===== src/common/fleet_config.svh =====
`ifndef FLEET_CONFIG_SVH
`define FLEET_CONFIG_SVH

// Board geometry
`define BOARD_SIZE 9
`define COORD_WIDTH 4

// Largest piece, the carrier
`define MAX_CELLS 5

// Fleet capacity per player
`define MAX_PIECES 12

// Slot index and fill count widths follow the capacity
`define PIECE_INDEX_WIDTH ($clog2(`MAX_PIECES))
`define PIECE_COUNT_WIDTH ($clog2(`MAX_PIECES + 1))

`endif

===== src/common/validatorPkg.sv =====
`include "fleet_config.svh"

package validatorPkg;

	// Controller states
	typedef enum logic [2:0]
	{
		stateIdle        = 3'd0,
		stateDecode      = 3'd1,
		stateScan        = 3'd2,
		stateCommit      = 3'd3,
		stateBorderHold  = 3'd4,
		stateOverlapHold = 3'd5,
		stateSavedHold   = 3'd6
	} validatorStateT;

	// Raw type code so that unknown codes can still be requested
	typedef struct packed
	{
		logic                    player;
		logic [2:0]              shipType;
		logic [`COORD_WIDTH-1:0] x;
		logic [`COORD_WIDTH-1:0] y;
		logic                    vertical;
		logic [1:0]              orientation;
	} placementRequestT;

	typedef struct packed
	{
		logic ready;
		logic borderConflict;
		logic overlapConflict;
	} placementResultT;

endpackage


===== src/common/shipPkg.sv =====
`include "fleet_config.svh"

package shipPkg;

	// Ship codes as sent in a request
	// Codes 5 to 7 have no ship behind them
	typedef enum logic [2:0]
	{
		shipSubmarine  = 3'd0,
		shipCruiser    = 3'd1,
		shipSeaplane   = 3'd2,
		shipBattleship = 3'd3,
		shipCarrier    = 3'd4
	} shipTypeT;

	// One board square
	typedef struct packed
	{
		logic [`COORD_WIDTH-1:0] x;
		logic [`COORD_WIDTH-1:0] y;
	} cellT;

	// Number of occupied cells in a piece
	typedef logic [$clog2(`MAX_CELLS + 1)-1:0] cellCountT;

	// Stored fleet entry
	// Only the first cellCount cells are occupied, the rest are zero
	typedef struct packed
	{
		shipTypeT                  shipType;
		cellCountT                 cellCount;
		cellT [`MAX_CELLS-1:0]     cells;
	} pieceT;

endpackage


===== src/source/placementValidator.sv =====
`include "fleet_config.svh"

module placementValidator import shipPkg::*, validatorPkg::*;
(
	input  logic             clk,
	input  logic             reset,
	input  logic             enable,
	input  placementRequestT request,
	output placementResultT  result,
	output logic             conflict
);

	logic decodeStart;
	logic scanStart;
	logic commit;
	logic offBoard;
	logic scanDone;
	logic hit;

	pieceT piece;
	pieceT readPiece;

	logic [`PIECE_INDEX_WIDTH-1:0] readIndex;
	logic [`PIECE_COUNT_WIDTH-1:0] storedCount;

	validatorControl control (
		.clk         (clk),
		.reset       (reset),
		.enable      (enable),
		.offBoard    (offBoard),
		.scanDone    (scanDone),
		.hit         (hit),
		.decodeStart (decodeStart),
		.scanStart   (scanStart),
		.commit      (commit),
		.result      (result)
	);

	pieceDecoder decoder (
		.clk         (clk),
		.reset       (reset),
		.decodeStart (decodeStart),
		.request     (request),
		.piece       (piece),
		.offBoard    (offBoard)
	);

	overlapScanner scanner (
		.clk         (clk),
		.reset       (reset),
		.scanStart   (scanStart),
		.piece       (piece),
		.readPiece   (readPiece),
		.storedCount (storedCount),
		.readIndex   (readIndex),
		.scanDone    (scanDone),
		.hit         (hit)
	);

	fleetStore store (
		.clk         (clk),
		.reset       (reset),
		.commit      (commit),
		.player      (request.player),
		.piece       (piece),
		.readIndex   (readIndex),
		.readPiece   (readPiece),
		.storedCount (storedCount)
	);

	assign conflict = result.borderConflict | result.overlapConflict;

endmodule


===== src/source/validatorControl.sv =====
`include "fleet_config.svh"

module validatorControl import validatorPkg::*;
(
	input  logic            clk,
	input  logic            reset,
	input  logic            enable,
	input  logic            offBoard,
	input  logic            scanDone,
	input  logic            hit,
	output logic            decodeStart,
	output logic            scanStart,
	output logic            commit,
	output placementResultT result
);

	validatorStateT state;
	validatorStateT nextState;

	// ****************************************
	// Next state
	// ****************************************

	always_comb
	begin
		nextState = state;
		case (state)
			stateIdle:
				if (enable)
					nextState = stateDecode;
			stateDecode:
				if (!enable)
					nextState = stateIdle;
				else if (offBoard)
					nextState = stateBorderHold;
				else
					nextState = stateScan;
			stateScan:
				if (!enable)
					nextState = stateIdle;
				else if (scanDone)
					nextState = hit ? stateOverlapHold : stateCommit;
			stateCommit:
				nextState = enable ? stateSavedHold : stateIdle;
			stateBorderHold, stateOverlapHold, stateSavedHold:
				if (!enable)
					nextState = stateIdle;
			default:
				nextState = stateIdle;
		endcase
	end

	// Strobes to the datapath drop as soon as enable falls
	assign decodeStart = (state == stateIdle) && enable;
	assign scanStart   = (state == stateDecode) && enable && !offBoard;
	assign commit      = (state == stateCommit) && enable;

	// ****************************************
	// State and result registers
	// ****************************************

	// Flags follow the hold state one edge late
	always_ff @(posedge clk)
	begin
		if (reset)
		begin
			state  <= stateIdle;
			result <= '0;
		end
		else
		begin
			state                  <= nextState;
			result.ready           <= (state == stateSavedHold);
			result.borderConflict  <= (state == stateBorderHold);
			result.overlapConflict <= (state == stateOverlapHold);
		end
	end

	// One outcome per request until the flags drop
	resultExclusive: assert property (
		@(posedge clk) disable iff (reset)
		result != '0 |=> result == '0 || result == $past(result)
	) else $error("result flag changed to another outcome without clearing");

endmodule


===== src/fleet/fleetStore.sv =====
`include "fleet_config.svh"

module fleetStore import shipPkg::*;
(
	input  logic                          clk,
	input  logic                          reset,
	input  logic                          commit,
	input  logic                          player,
	input  pieceT                         piece,
	input  logic [`PIECE_INDEX_WIDTH-1:0] readIndex,
	output pieceT                         readPiece,
	output logic [`PIECE_COUNT_WIDTH-1:0] storedCount
);

	// One bank per player
	pieceT                         bank      [2][`MAX_PIECES];
	logic [`PIECE_COUNT_WIDTH-1:0] fillCount [2];

	// Reads follow the player of the current request
	assign storedCount = fillCount[player];
	assign readPiece   = bank[player][readIndex];

	// ****************************************
	// Append on commit
	// ****************************************

	always_ff @(posedge clk)
	begin
		if (reset)
		begin
			fillCount[0] <= '0;
			fillCount[1] <= '0;
		end
		else if (commit)
			fillCount[player] <= fillCount[player] + 1'b1;
	end

	always_ff @(posedge clk)
	begin
		if (commit)
			bank[player][fillCount[player]] <= piece;
	end

	// Controller never commits into a full fleet
	noCommitWhenFull: assert property (
		@(posedge clk) disable iff (reset)
		commit |-> fillCount[player] < `MAX_PIECES
	) else $error("commit into a full fleet bank");

endmodule


===== src/placement/overlapScanner.sv =====
`include "fleet_config.svh"

module overlapScanner import shipPkg::*;
(
	input  logic                          clk,
	input  logic                          reset,
	input  logic                          scanStart,
	input  pieceT                         piece,
	input  pieceT                         readPiece,
	input  logic [`PIECE_COUNT_WIDTH-1:0] storedCount,
	output logic [`PIECE_INDEX_WIDTH-1:0] readIndex,
	output logic                          scanDone,
	output logic                          hit
);

	logic                          active;
	logic                          entryValid;
	logic                          cellMatch;
	logic [`PIECE_COUNT_WIDTH-1:0] nextIndex;

	assign entryValid = readIndex < storedCount;
	assign nextIndex  = readIndex + 1'b1;

	// Every occupied cell against every occupied cell of the stored entry
	always_comb
	begin
		cellMatch = 1'b0;
		for (int i = 0; i < `MAX_CELLS; i++)
		begin
			for (int j = 0; j < `MAX_CELLS; j++)
			begin
				if (i < piece.cellCount && j < readPiece.cellCount &&
					piece.cells[i] == readPiece.cells[j])
					cellMatch = 1'b1;
			end
		end
		cellMatch = cellMatch && entryValid;
	end

	// A new start always wins over a scan still running
	always_ff @(posedge clk)
	begin
		if (reset)
		begin
			active    <= 1'b0;
			readIndex <= '0;
			scanDone  <= 1'b0;
			hit       <= 1'b0;
		end
		else
		begin
			scanDone <= 1'b0;
			hit      <= 1'b0;
			if (scanStart)
			begin
				active    <= 1'b1;
				readIndex <= '0;
			end
			else if (active)
			begin
				if (cellMatch || nextIndex >= storedCount)
				begin
					active   <= 1'b0;
					scanDone <= 1'b1;
					hit      <= cellMatch;
				end
				else
					readIndex <= readIndex + 1'b1;
			end
		end
	end

	// Fill count from the store keeps the walk inside the bank
	indexInRange: assert property (
		@(posedge clk) disable iff (reset)
		readIndex < `MAX_PIECES
	) else $error("read index beyond fleet bank");

endmodule


===== src/placement/pieceDecoder.sv =====
`include "fleet_config.svh"

module pieceDecoder import shipPkg::*, validatorPkg::*;
(
	input  logic             clk,
	input  logic             reset,
	input  logic             decodeStart,
	input  placementRequestT request,
	output pieceT            piece,
	output logic             offBoard
);

	// One extra bit so that x-1 at zero and x+4 at the edge both land off the board
	localparam int WideWidth = `COORD_WIDTH + 1;

	logic [WideWidth-1:0] anchorX;
	logic [WideWidth-1:0] anchorY;
	logic [WideWidth-1:0] cellX [`MAX_CELLS];
	logic [WideWidth-1:0] cellY [`MAX_CELLS];
	cellCountT            cellCount;
	logic                 straight;
	logic                 knownType;
	logic                 outside;
	pieceT                nextPiece;

	always_comb
	begin
		anchorX   = {1'b0, request.x};
		anchorY   = {1'b0, request.y};
		cellCount = '0;
		straight  = 1'b1;
		knownType = 1'b1;
		case (request.shipType)
			shipSubmarine:  cellCount = cellCountT'(1);
			shipCruiser:    cellCount = cellCountT'(2);
			shipBattleship: cellCount = cellCountT'(4);
			shipCarrier:    cellCount = cellCountT'(5);
			shipSeaplane:
			begin
				cellCount = cellCountT'(3);
				straight  = 1'b0;
			end
			default:
				knownType = 1'b0;
		endcase

		// Straight ships grow along one axis
		for (int i = 0; i < `MAX_CELLS; i++)
		begin
			cellX[i] = anchorX;
			cellY[i] = anchorY;
			if (straight && request.vertical)
				cellY[i] = anchorY + WideWidth'(i);
			else if (straight)
				cellX[i] = anchorX + WideWidth'(i);
		end

		// Seaplane shape, vertical flag not used
		if (!straight)
		begin
			case (request.orientation)
				2'd0:
				begin
					cellX[1] = anchorX + 1'b1;
					cellY[1] = anchorY - 1'b1;
					cellX[2] = anchorX + 2'd2;
				end
				2'd1:
				begin
					cellX[1] = anchorX + 1'b1;
					cellY[1] = anchorY + 1'b1;
					cellX[2] = anchorX + 2'd2;
				end
				2'd2:
				begin
					cellX[1] = anchorX + 1'b1;
					cellY[1] = anchorY + 1'b1;
					cellY[2] = anchorY + 2'd2;
				end
				default:
				begin
					cellX[1] = anchorX - 1'b1;
					cellY[1] = anchorY + 1'b1;
					cellY[2] = anchorY + 2'd2;
				end
			endcase
		end

		// Border check on occupied cells only
		outside = !knownType;
		for (int i = 0; i < `MAX_CELLS; i++)
		begin
			if (i < cellCount && (cellX[i] >= `BOARD_SIZE || cellY[i] >= `BOARD_SIZE))
				outside = 1'b1;
		end

		nextPiece.shipType  = shipTypeT'(request.shipType);
		nextPiece.cellCount = cellCount;
		for (int i = 0; i < `MAX_CELLS; i++)
		begin
			nextPiece.cells[i] = '0;
			if (i < cellCount)
			begin
				nextPiece.cells[i].x = cellX[i][`COORD_WIDTH-1:0];
				nextPiece.cells[i].y = cellY[i][`COORD_WIDTH-1:0];
			end
		end
	end

	always_ff @(posedge clk)
	begin
		if (reset)
			offBoard <= 1'b0;
		else if (decodeStart)
			offBoard <= outside;
	end

	always_ff @(posedge clk)
	begin
		if (decodeStart)
			piece <= nextPiece;
	end

endmodule


===== config.mk =====
export PLATFORM = sky130hd
export DESIGN_NAME = placementValidator
export DESIGN_NICKNAME = d
export VERILOG_FILES = /design/src/common/validatorPkg.sv /design/src/common/shipPkg.sv /design/src/source/placementValidator.sv /design/src/source/validatorControl.sv /design/src/fleet/fleetStore.sv /design/src/placement/overlapScanner.sv /design/src/placement/pieceDecoder.sv
export VERILOG_INCLUDE_DIRS = /design/src /design/src/common
export SDC_FILE = /design/constraint.sdc
export NUM_CORES = 1
export LEC_CHECK = 0
export BUFFER_PORTS_ARGS = -buffer_cell sky130_fd_sc_hd__buf_2
export CORE_ASPECT_RATIO = 0.7
export CORE_MARGIN = 3
export CORE_UTILIZATION = 45
export CTS_CLUSTER_DIAMETER = 150
export CTS_CLUSTER_SIZE = 20
export DETAILED_ROUTE_END_ITERATION = 8
export PLACE_DENSITY_LB_ADDON = 0.15
export SLEW_MARGIN = 20
export SYNTH_ARGS = -nofsm -noshare
export SYNTH_HDL_FRONTEND = slang
export SYNTH_SLANG_ARGS = --single-unit

===== constraint.sdc =====
create_clock -name clk -period 6.8 [get_ports clk]
set_clock_uncertainty 0.05 [all_clocks]
set_input_delay 0.34 -clock clk [delete_from_list [all_inputs] [get_ports clk]]
set_output_delay 0.34 -clock clk [all_outputs]
set_load 0.03 [all_outputs]

==> out/qor.yml, run 1 <==
pwr:
  total_power_uw: 12400
  power.share.clock: 0.302
  pwr-share-seq: 0.607
  power.density_mw_per_mm2: 234
  p_sw_frac: 0.235
  ir_worst_vdd_mv: 0.205
  p_comb_frac: 0.091
  power.net_switching_uw: 2920
  cell_internal_power_dissipation_uw: 9480
  power.leakage_uw: 0.0173
cts:
  h-tree-depth: 2
  cts_tree: "built"
  root_buffer_selected_by_cts: "clkbuf_16"
  postCtsResizedCells: 0
  cts_made_buffers: 60
  cts.sinks: 1097
  clk_path_buf_depth: 3
  insertion_delay_ns: 0.68
  clkSlewWorstSetupHoldPaths_ns: 0.10
  cts_hold_repair.buffers: 4
  cts_setup_buffers: 0
global_route:
  grt_start_max_net_pins: 72
  first_global_vias: 29400
  grt_pass1_wl_mm: 240
  global_route.overflow_total: 0
  grtUsageTotal: 0.307
  number_of_antenna_violations_at_the_first_check_in_global_routing: 3
worst_setup_path:
  slowest_stage: "dfxtp_4"
  critical_path.endpoint_type: "register"
  worst_setup_path_start_kind: "register"
  timing.critical_path.mode_cell: "nand4_1"
  timing.critical_path.arrival_ns: 5.75
  critPathKind: "reg -> reg"
  critPathMaxFanout: 40
  timing.critical_path.cells: "and2_2, buf_4, nand2_1, and4_1, a2111oi_0, a2111oi_1, nand4_1, nand4_1, nor4bb_1, and4b_4, o211ai_2, mux2i_1"
  critPathRequiredTime_ns: 7.32
  cpPeakStageDelay_ns: 0.92
  worstRegToRegCells: 12
synth:
  mappedNetlistArea_mm2: 0.0488
  synth-warning-count: 0
  ys_ff_latch: 1097
  yosys.area_share.xor_xnor: 0.0169
  yosys.area_share.simple: 0.0805
  synth_top_flop_cell: "edfxtp_1"
  synth_nets: 3204
  postSynth.asyncResetShare: 0
  synth_edf_count: 1083
  synth_sequential_area_ratio: 0.672
  synth_largest_type_area_fraction: 0.667
  netlist_instances: 3152
  synth_compound_area_frac: 0.0814
  ys_types: 105
  synth-adder-area-share: 0.00872
  synth_top_family_by_area: "multiplexers"
  synth.largest_area_cell: "edfxtp_1"
  syn-mean-instance-area_um2: 15.5
  synth_area_leaders: "edfxtp_1 67%, mux2i_1 5.3%, mux4_2 4.8%"
  multiplexer_share_of_the_synthesized_area: 0.115
sta:
  slew_violations: 0
  clock.fmax_ghz: 0.191
  layout_min_cycle_time_ns: 5.23
  rsz0062_at_grt: "false"
  worst_pin_slew_ns: 1.17
  setup_slack_ns: 1.57
  totalNegativeSetupSlack_ns: 0
  worst_slew_margin_rel: 0.220
  final_min_period_over_clock_period: 0.770
  setup_viol_count_final: 0
  timing.final.hold_violations: 0
worst_hold_path:
  holdPathStages: 2
  worst_hold_path_type: "in -> reg"
placement:
  port_buffers: 21
  gp_congestion: 0.989
  dpl.cell_count: 4581
  place_worst_setup_slack_ns: 1.48
  post-dp-hpwl_mm: 115
cells_and_area:
  stdcell_count: 4680
  final_nets: 3274
  layout-area-overhead-vs-synth_pct: 8.52
  final_layout_size_suffix_gt1_frac: 0.143
detailed_routing:
  dr_total_vias: 31000
  viasPerCell: 6.63
  post-route-drc-count: 0
  antenna_violating_nets_post_route: 0
  wl_per_cell_um: 37.3
  routed_wl_mm: 174
  length_of_the_first_detailed_routing_pass_in_iterations: 9
  detail_route.iter0.violations: 4296
floorplanning:
  placeable_area_mm2: 0.107
  core.rowCount: 100
  io-pin-count: 22
  fp.dieArea_mm2: 0.112
  chip_height_um: 281
  starting_utilization_of_the_core_area: 0.456
  die_x_um: 400
run:
  drv_cap: 0
outcome:
  outcome: "complete, no violations"
[critical path, delay by kind of cell, from the launching register on]
kind	cells	cell delay, ns
muxes	1	0.13
buffers and inverters	1	0.49
DFF	1	0.92
AOI/OAI and AO/OA	3	1.21
and+or+nand+nor	7	2.25
[stage by stage]
step / hold slack, ns / cell area [um^2] / util
3_5_place_dp: 0.427 / 51200 / 0.478
3_3_place_gp: 0.455 / 51100 / 0.478
2_1_floorplan: 0.404 / 48800 / -
4_1_cts: 0.0238 / 52900 / 0.494
6_report: 0.0793 / 52900 / 0.495
5_1_grt: 0.0553 / 52900 / 0.495
[cells in the final DEF, fill, tap and decap left out, types with 31 or more instances in the layout]
cell type	count
a211oi_1	31
a21oi_1	111
a22oi_1	86
a31oi_1	51
and3_1	42
and4_1	31
buf_4	133
clkbuf_16	61
edfxtp_1	1083
ha_1	34
inv_1	48
mux2_2	55
mux2i_1	260
mux4_2	103
nand2_1	134
nand3_1	86
nand4_1	55
nor2_1	89
nor3_1	45
nor4_1	49
o21ai_0	57
o31ai_1	41
xnor2_1	76
[cell type report]
type / count / area (um^2)
Fill cell: 9033 / 54000
Sequential cell: 1097 / 32800
Multi-Input combinational cell: 1836 / 15000
Tap cell: 1428 / 1790
Clock buffer: 86 / 1620
Timing Repair Buffer: 174 / 1470
Inverter: 53 / 199
Clock inverter: 3 / 22.5
Antenna cell: 3 / 7.51
[per-layer routing]
layer	wire, um	share of wire	GRT usage
met1	80100	0.46	0.483
met2	75700	0.43	0.452
met3	15200	0.087	0.0534
met4	3410	0.020	0.0590
met5	9	0.000052	0
[cells in the mapped netlist, types with 10 or more instances]
| cell type | n |
|---|---|
| and2_1 | 24 |
| a22o_1 | 24 |
| buf_6 | 32 |
| nor2b_1 | 25 |
| xor2_1 | 18 |
| xnor2_1 | 76 |
| nand3_1 | 86 |
| or3_1 | 23 |
| nand4_1 | 55 |
| o22ai_1 | 29 |
| a31oi_1 | 51 |
| and3_1 | 42 |
| nor2_1 | 114 |
| dfxtp_1 | 14 |
| mux4_2 | 103 |
| and4_1 | 31 |
| o21ai_0 | 57 |
| o31a_1 | 14 |
| a221oi_1 | 13 |
| a22oi_1 | 86 |
| inv_1 | 48 |
| nor4_1 | 49 |
| edfxtp_1 | 1083 |
| o31ai_1 | 41 |
| nand2_1 | 134 |
| a21oi_1 | 112 |
| nor4b_1 | 10 |
| mux2_2 | 55 |
| a211oi_1 | 31 |
| mux2i_1 | 260 |
| a2111oi_0 | 23 |
| buf_2 | 24 |
| ha_1 | 34 |
| buf_1 | 17 |
| nand2b_1 | 15 |
| clkbuf_1 | 76 |
| or4_1 | 20 |
| nor3_1 | 46 |
[final timing paths]
| kind | startpoint | endpoint | slack [ns] |
|---|---|---|---|
| setup reg to reg | scanner.readIndex[0]$_SDFFE_PP0P_ | scanner.readIndex[2]$_SDFFE_PP0P_ | 1.57 |
| hold reg to reg | scanner.active$_SDFF_PP0_ | scanner.hit$_SDFF_PP0_ | 0.45 |
| hold / removal | reset | control.state[1]$_SDFFE_PP0P_ | 0.08 |
| setup / recovery | scanner.readIndex[0]$_SDFFE_PP0P_ | scanner.readIndex[2]$_SDFFE_PP0P_ | 1.57 |
[power by group through the flow]
stage               registers, uW  clock network [uW]  logic (uW)
floorplan                    7740                   0         579
global placement             7670                   0        1090
detailed placement           7670                   0        1100
CTS                          7520                3800        1110
global route                 7520                4040        1180
finish                       7520                3740        1130
[cells by family (layout without fill, tap and decap cells)]
logic type	Yosys count	after routing
DFF	1097	1097
and+or+nand+nor	717	717
AOI/OAI and AO/OA	567	567
muxes	424	424
buffers and inverters	219	316
xor gates and xnor gates	94	94
adders and majority gates	34	34
other	0	3
[state kept, by name, indices dropped and copies added (netlist names)]
register,count
decoder.offBoard,1
control.result,3
scanner.active,1
scanner.scanDone,1
store.fillCount,8
scanner.hit,1
store.bank,1032
decoder.piece,43
scanner.readIndex,4
control.state,3
(Power assumes the default switching activity.)
==> inputs of run 2 (changes only) <==
--- a/config.mk
+++ b/config.mk
@@ -6,6 +6,7 @@
 export SDC_FILE = /design/constraint.sdc
 export NUM_CORES = 1
 export LEC_CHECK = 0
+export ABC_AREA = 1
 export BUFFER_PORTS_ARGS = -buffer_cell sky130_fd_sc_hd__buf_2
 export CORE_ASPECT_RATIO = 0.7
 export CORE_MARGIN = 3
==> constraint.sdc (replaced) <==
create_clock -name clk -period 5.5 [get_ports clk]
set_clock_uncertainty 0.05 [all_clocks]
set_input_delay 0.275 -clock clk [delete_from_list [all_inputs] [get_ports clk]]
set_output_delay 0.275 -clock clk [all_outputs]
set_load 0.03 [all_outputs]
==> out/qor.yml, run 2 <==
cells_and_area:
  final_cell_mix: "1,311 x nand2_1, 1,083 x edfxtp_1, 624 x nor2_1"
  antenna-diode-count: 0
  largest_register_ff_count: 1032
  final_layout_size_suffix_gt1_frac: 0.0701
  final_common_cell: "nand2_1"
  final_nets: 5001
  layout-area-overhead-vs-synth_pct: 7.54
worst_setup_path:
  timing.critical_path.cells: "buf_12, buf_4, o21ai_0, o211ai_1, o211ai_2, nand2_2, nand2_1, nand2_1, nor3_1, nand2_1, nand2_1, nor2_1, nand2_1, nor2_1, nand2_1, nand2_4, nand3_4, nand2_1, inv_1, nor2_1"
  critPathMaxFanout: 94
  timing.critical_path.mode_cell: "nand2_1"
  timing.critical_path.arrival_ns: 4.72
  critical_path.endpoint_type: "register"
  worst_setup_path_start_kind: "register"
  launch_point_of_the_worst_reg_to_reg_path: "scanner.readIndex[0]$_SDFFE_PP0P_"
  critPathRequiredTime_ns: 6.07
  critPathKind: "reg -> reg"
  worst_setup_path_startpoint: "scanner.readIndex[0]$_SDFFE_PP0P_"
  cpPeakStageDelay_ns: 0.73
  slowest_stage: "dfxtp_4"
synth:
  postSynth.asyncResetShare: 0
  synth.largest_area_cell: "edfxtp_1"
  post-synth-top-count-cell: "nand2_1"
  synth_nets: 4993
  netlist_instances: 4941
  ys_types: 48
  synth_top_flop_cell: "edfxtp_1"
  synth_largest_type_area_fraction: 0.647
  ys_ff_latch: 1097
  synth_sequential_area_ratio: 0.653
  synth_area_leaders: "edfxtp_1 65%, nand2_1 9.8%, nand3_1 5.9%"
  synth_commonest_cells: "1,311 x nand2_1, 1,083 x edfxtp_1, 650 x nor2_1, 597 x nand3_1, 440 x inv_1"
  synth_edf_count: 1083
  synth-warning-count: 0
  mappedNetlistArea_mm2: 0.0503
  syn-mean-instance-area_um2: 10.2
detailed_routing:
  routed_wl_mm: 169
  wl_met3_mm: 14.2
  route.top_layer_used: "met4"
  post-route-drc-count: 0
  met1_length_mm: 78.7
  dr_total_vias: 36000
  wl_per_cell_um: 26.3
  viasPerCell: 5.60
  length_of_the_first_detailed_routing_pass_in_iterations: 6
  detail_route.iter0.violations: 4391
  antenna_violating_nets_post_route: 0
  met2_length_mm: 71.5
pwr:
  ir_worst_vdd_mv: 0.252
  power.leakage_uw: 0.0209
  power.density_mw_per_mm2: 316
outcome:
  outcome: "complete, no violations"
floorplanning:
  starting_utilization_of_the_core_area: 0.459
  chip_height_um: 286
  placeable_area_mm2: 0.110
  io-pin-count: 22
  fp.dieArea_mm2: 0.116
  die_x_um: 405
  core.rowCount: 101
global_route:
  number_of_antenna_violations_at_the_first_check_in_global_routing: 3
  grt_start_max_net_pins: 116
  global_route.overflow_total: 0
  grt_pass1_wl_mm: 241
  grtUsageTotal: 0.287
  first_global_vias: 33000
placement:
  gp_congestion: 1.03
  port_buffers: 21
  post-dp-hpwl_mm: 102
sta:
  timing.final.hold_violations: 0
  slew_violations: 0
  worst_pin_slew_ns: 1.04
  worst_slew_margin_rel: 0.306
  clock.fmax_ghz: 0.241
  layout_min_cycle_time_ns: 4.15
  final_min_period_over_clock_period: 0.754
  rsz0062_at_grt: "false"
  totalNegativeSetupSlack_ns: 0
  hold-worst-slack_ns: 0.0364
  setup_viol_count_final: 0
cts:
  cts_setup_buffers: 0
  cts_made_buffers: 60
  h-tree-depth: 2
  clkSlewWorstSetupHoldPaths_ns: 0.10
  cts_tree: "built"
  root_buffer_selected_by_cts: "clkbuf_16"
  insertion_delay_ns: 0.69
  postCtsResizedCells: 0
  cts_hold_repair.buffers: 4
  cts.sinks: 1097
  clk_path_buf_depth: 3
run:
  drv_cap: 0
worst_hold_path:
  worst_hold_startpoint: "request[13]"
  worst_hold_path_type: "in -> reg"
run 2: critical path, delay by kind of cell, from the launching register on:
kind / cells / cell delay (ns)
DFF: 1 / 0.73
and+or+nand+nor: 14 / 1.76
buffers and inverters: 3 / 0.81
AOI/OAI and AO/OA: 3 / 0.54
run 2: where the power goes:
| group | internal, uW | switching [uW] | total [uW] | leakage [uW] |
|---|---|---|---|---|
| registers | 9330 | 69.0 | 9400 | 0.00993 |
| logic | 723 | 2270 | 2990 | 0.0102 |
| clock network | 2050 | 2670 | 4720 | 0.000805 |
run 2: per-layer routing:
layer	GRT usage	vias up
li1	-	16600
met1	0.450	17600
met2	0.419	1524
met3	0.0436	225
met4	0.0670	0
met5	0	-
run 2: per-stage QoR:
stage	worst slack [ns]	area [um^2]	total power, uW	cells	util
floorplan	1.19	50300	11300	4941	-
global placement	1.21	52400	12500	6325	0.478
detailed placement	1.26	52400	12500	6325	0.478
CTS	1.54	54100	17100	6418	0.493
global route	1.13	54100	17800	6418	0.493
finish	1.35	54100	17100	6418	0.493
run 2: area by class of cell:
| class | instances | area, um^2 |
|---|---|---|
| Tap cell | 1442 | 1800 |
| Fill cell | 9951 | 55500 |
| Timing Repair Buffer | 173 | 1530 |
| Clock buffer | 86 | 1620 |
| Multi-Input combinational cell | 3168 | 14500 |
| Sequential cell | 1097 | 32800 |
| Clock inverter | 3 | 45.0 |
| Inverter | 449 | 1700 |
run 2: kinds of logic after synthesis:
logic type,Yosys count,share of synthesized area
DFF,1097,0.653
and+or+nand+nor,2656,0.219
adders and majority gates,34,0.00846
xor gates and xnor gates,49,0.00854
AOI/OAI and AO/OA,429,0.0493
buffers and inverters,676,0.0621
run 2: path summary, 6_finish.rpt:
| kind | to | slack [ns] | cells after the start |
|---|---|---|---|
| hold reg to reg | control.state[1]$_SDFFE_PP0P_ | 0.49 | 2 |
| setup / recovery | scanner.readIndex[2]$_SDFFE_PP0P_ | 1.35 | 20 |
| setup reg to reg | scanner.readIndex[2]$_SDFFE_PP0P_ | 1.35 | 20 |
| hold / removal | decoder.piece[41]$_DFFE_PP_ | 0.04 | 4 |
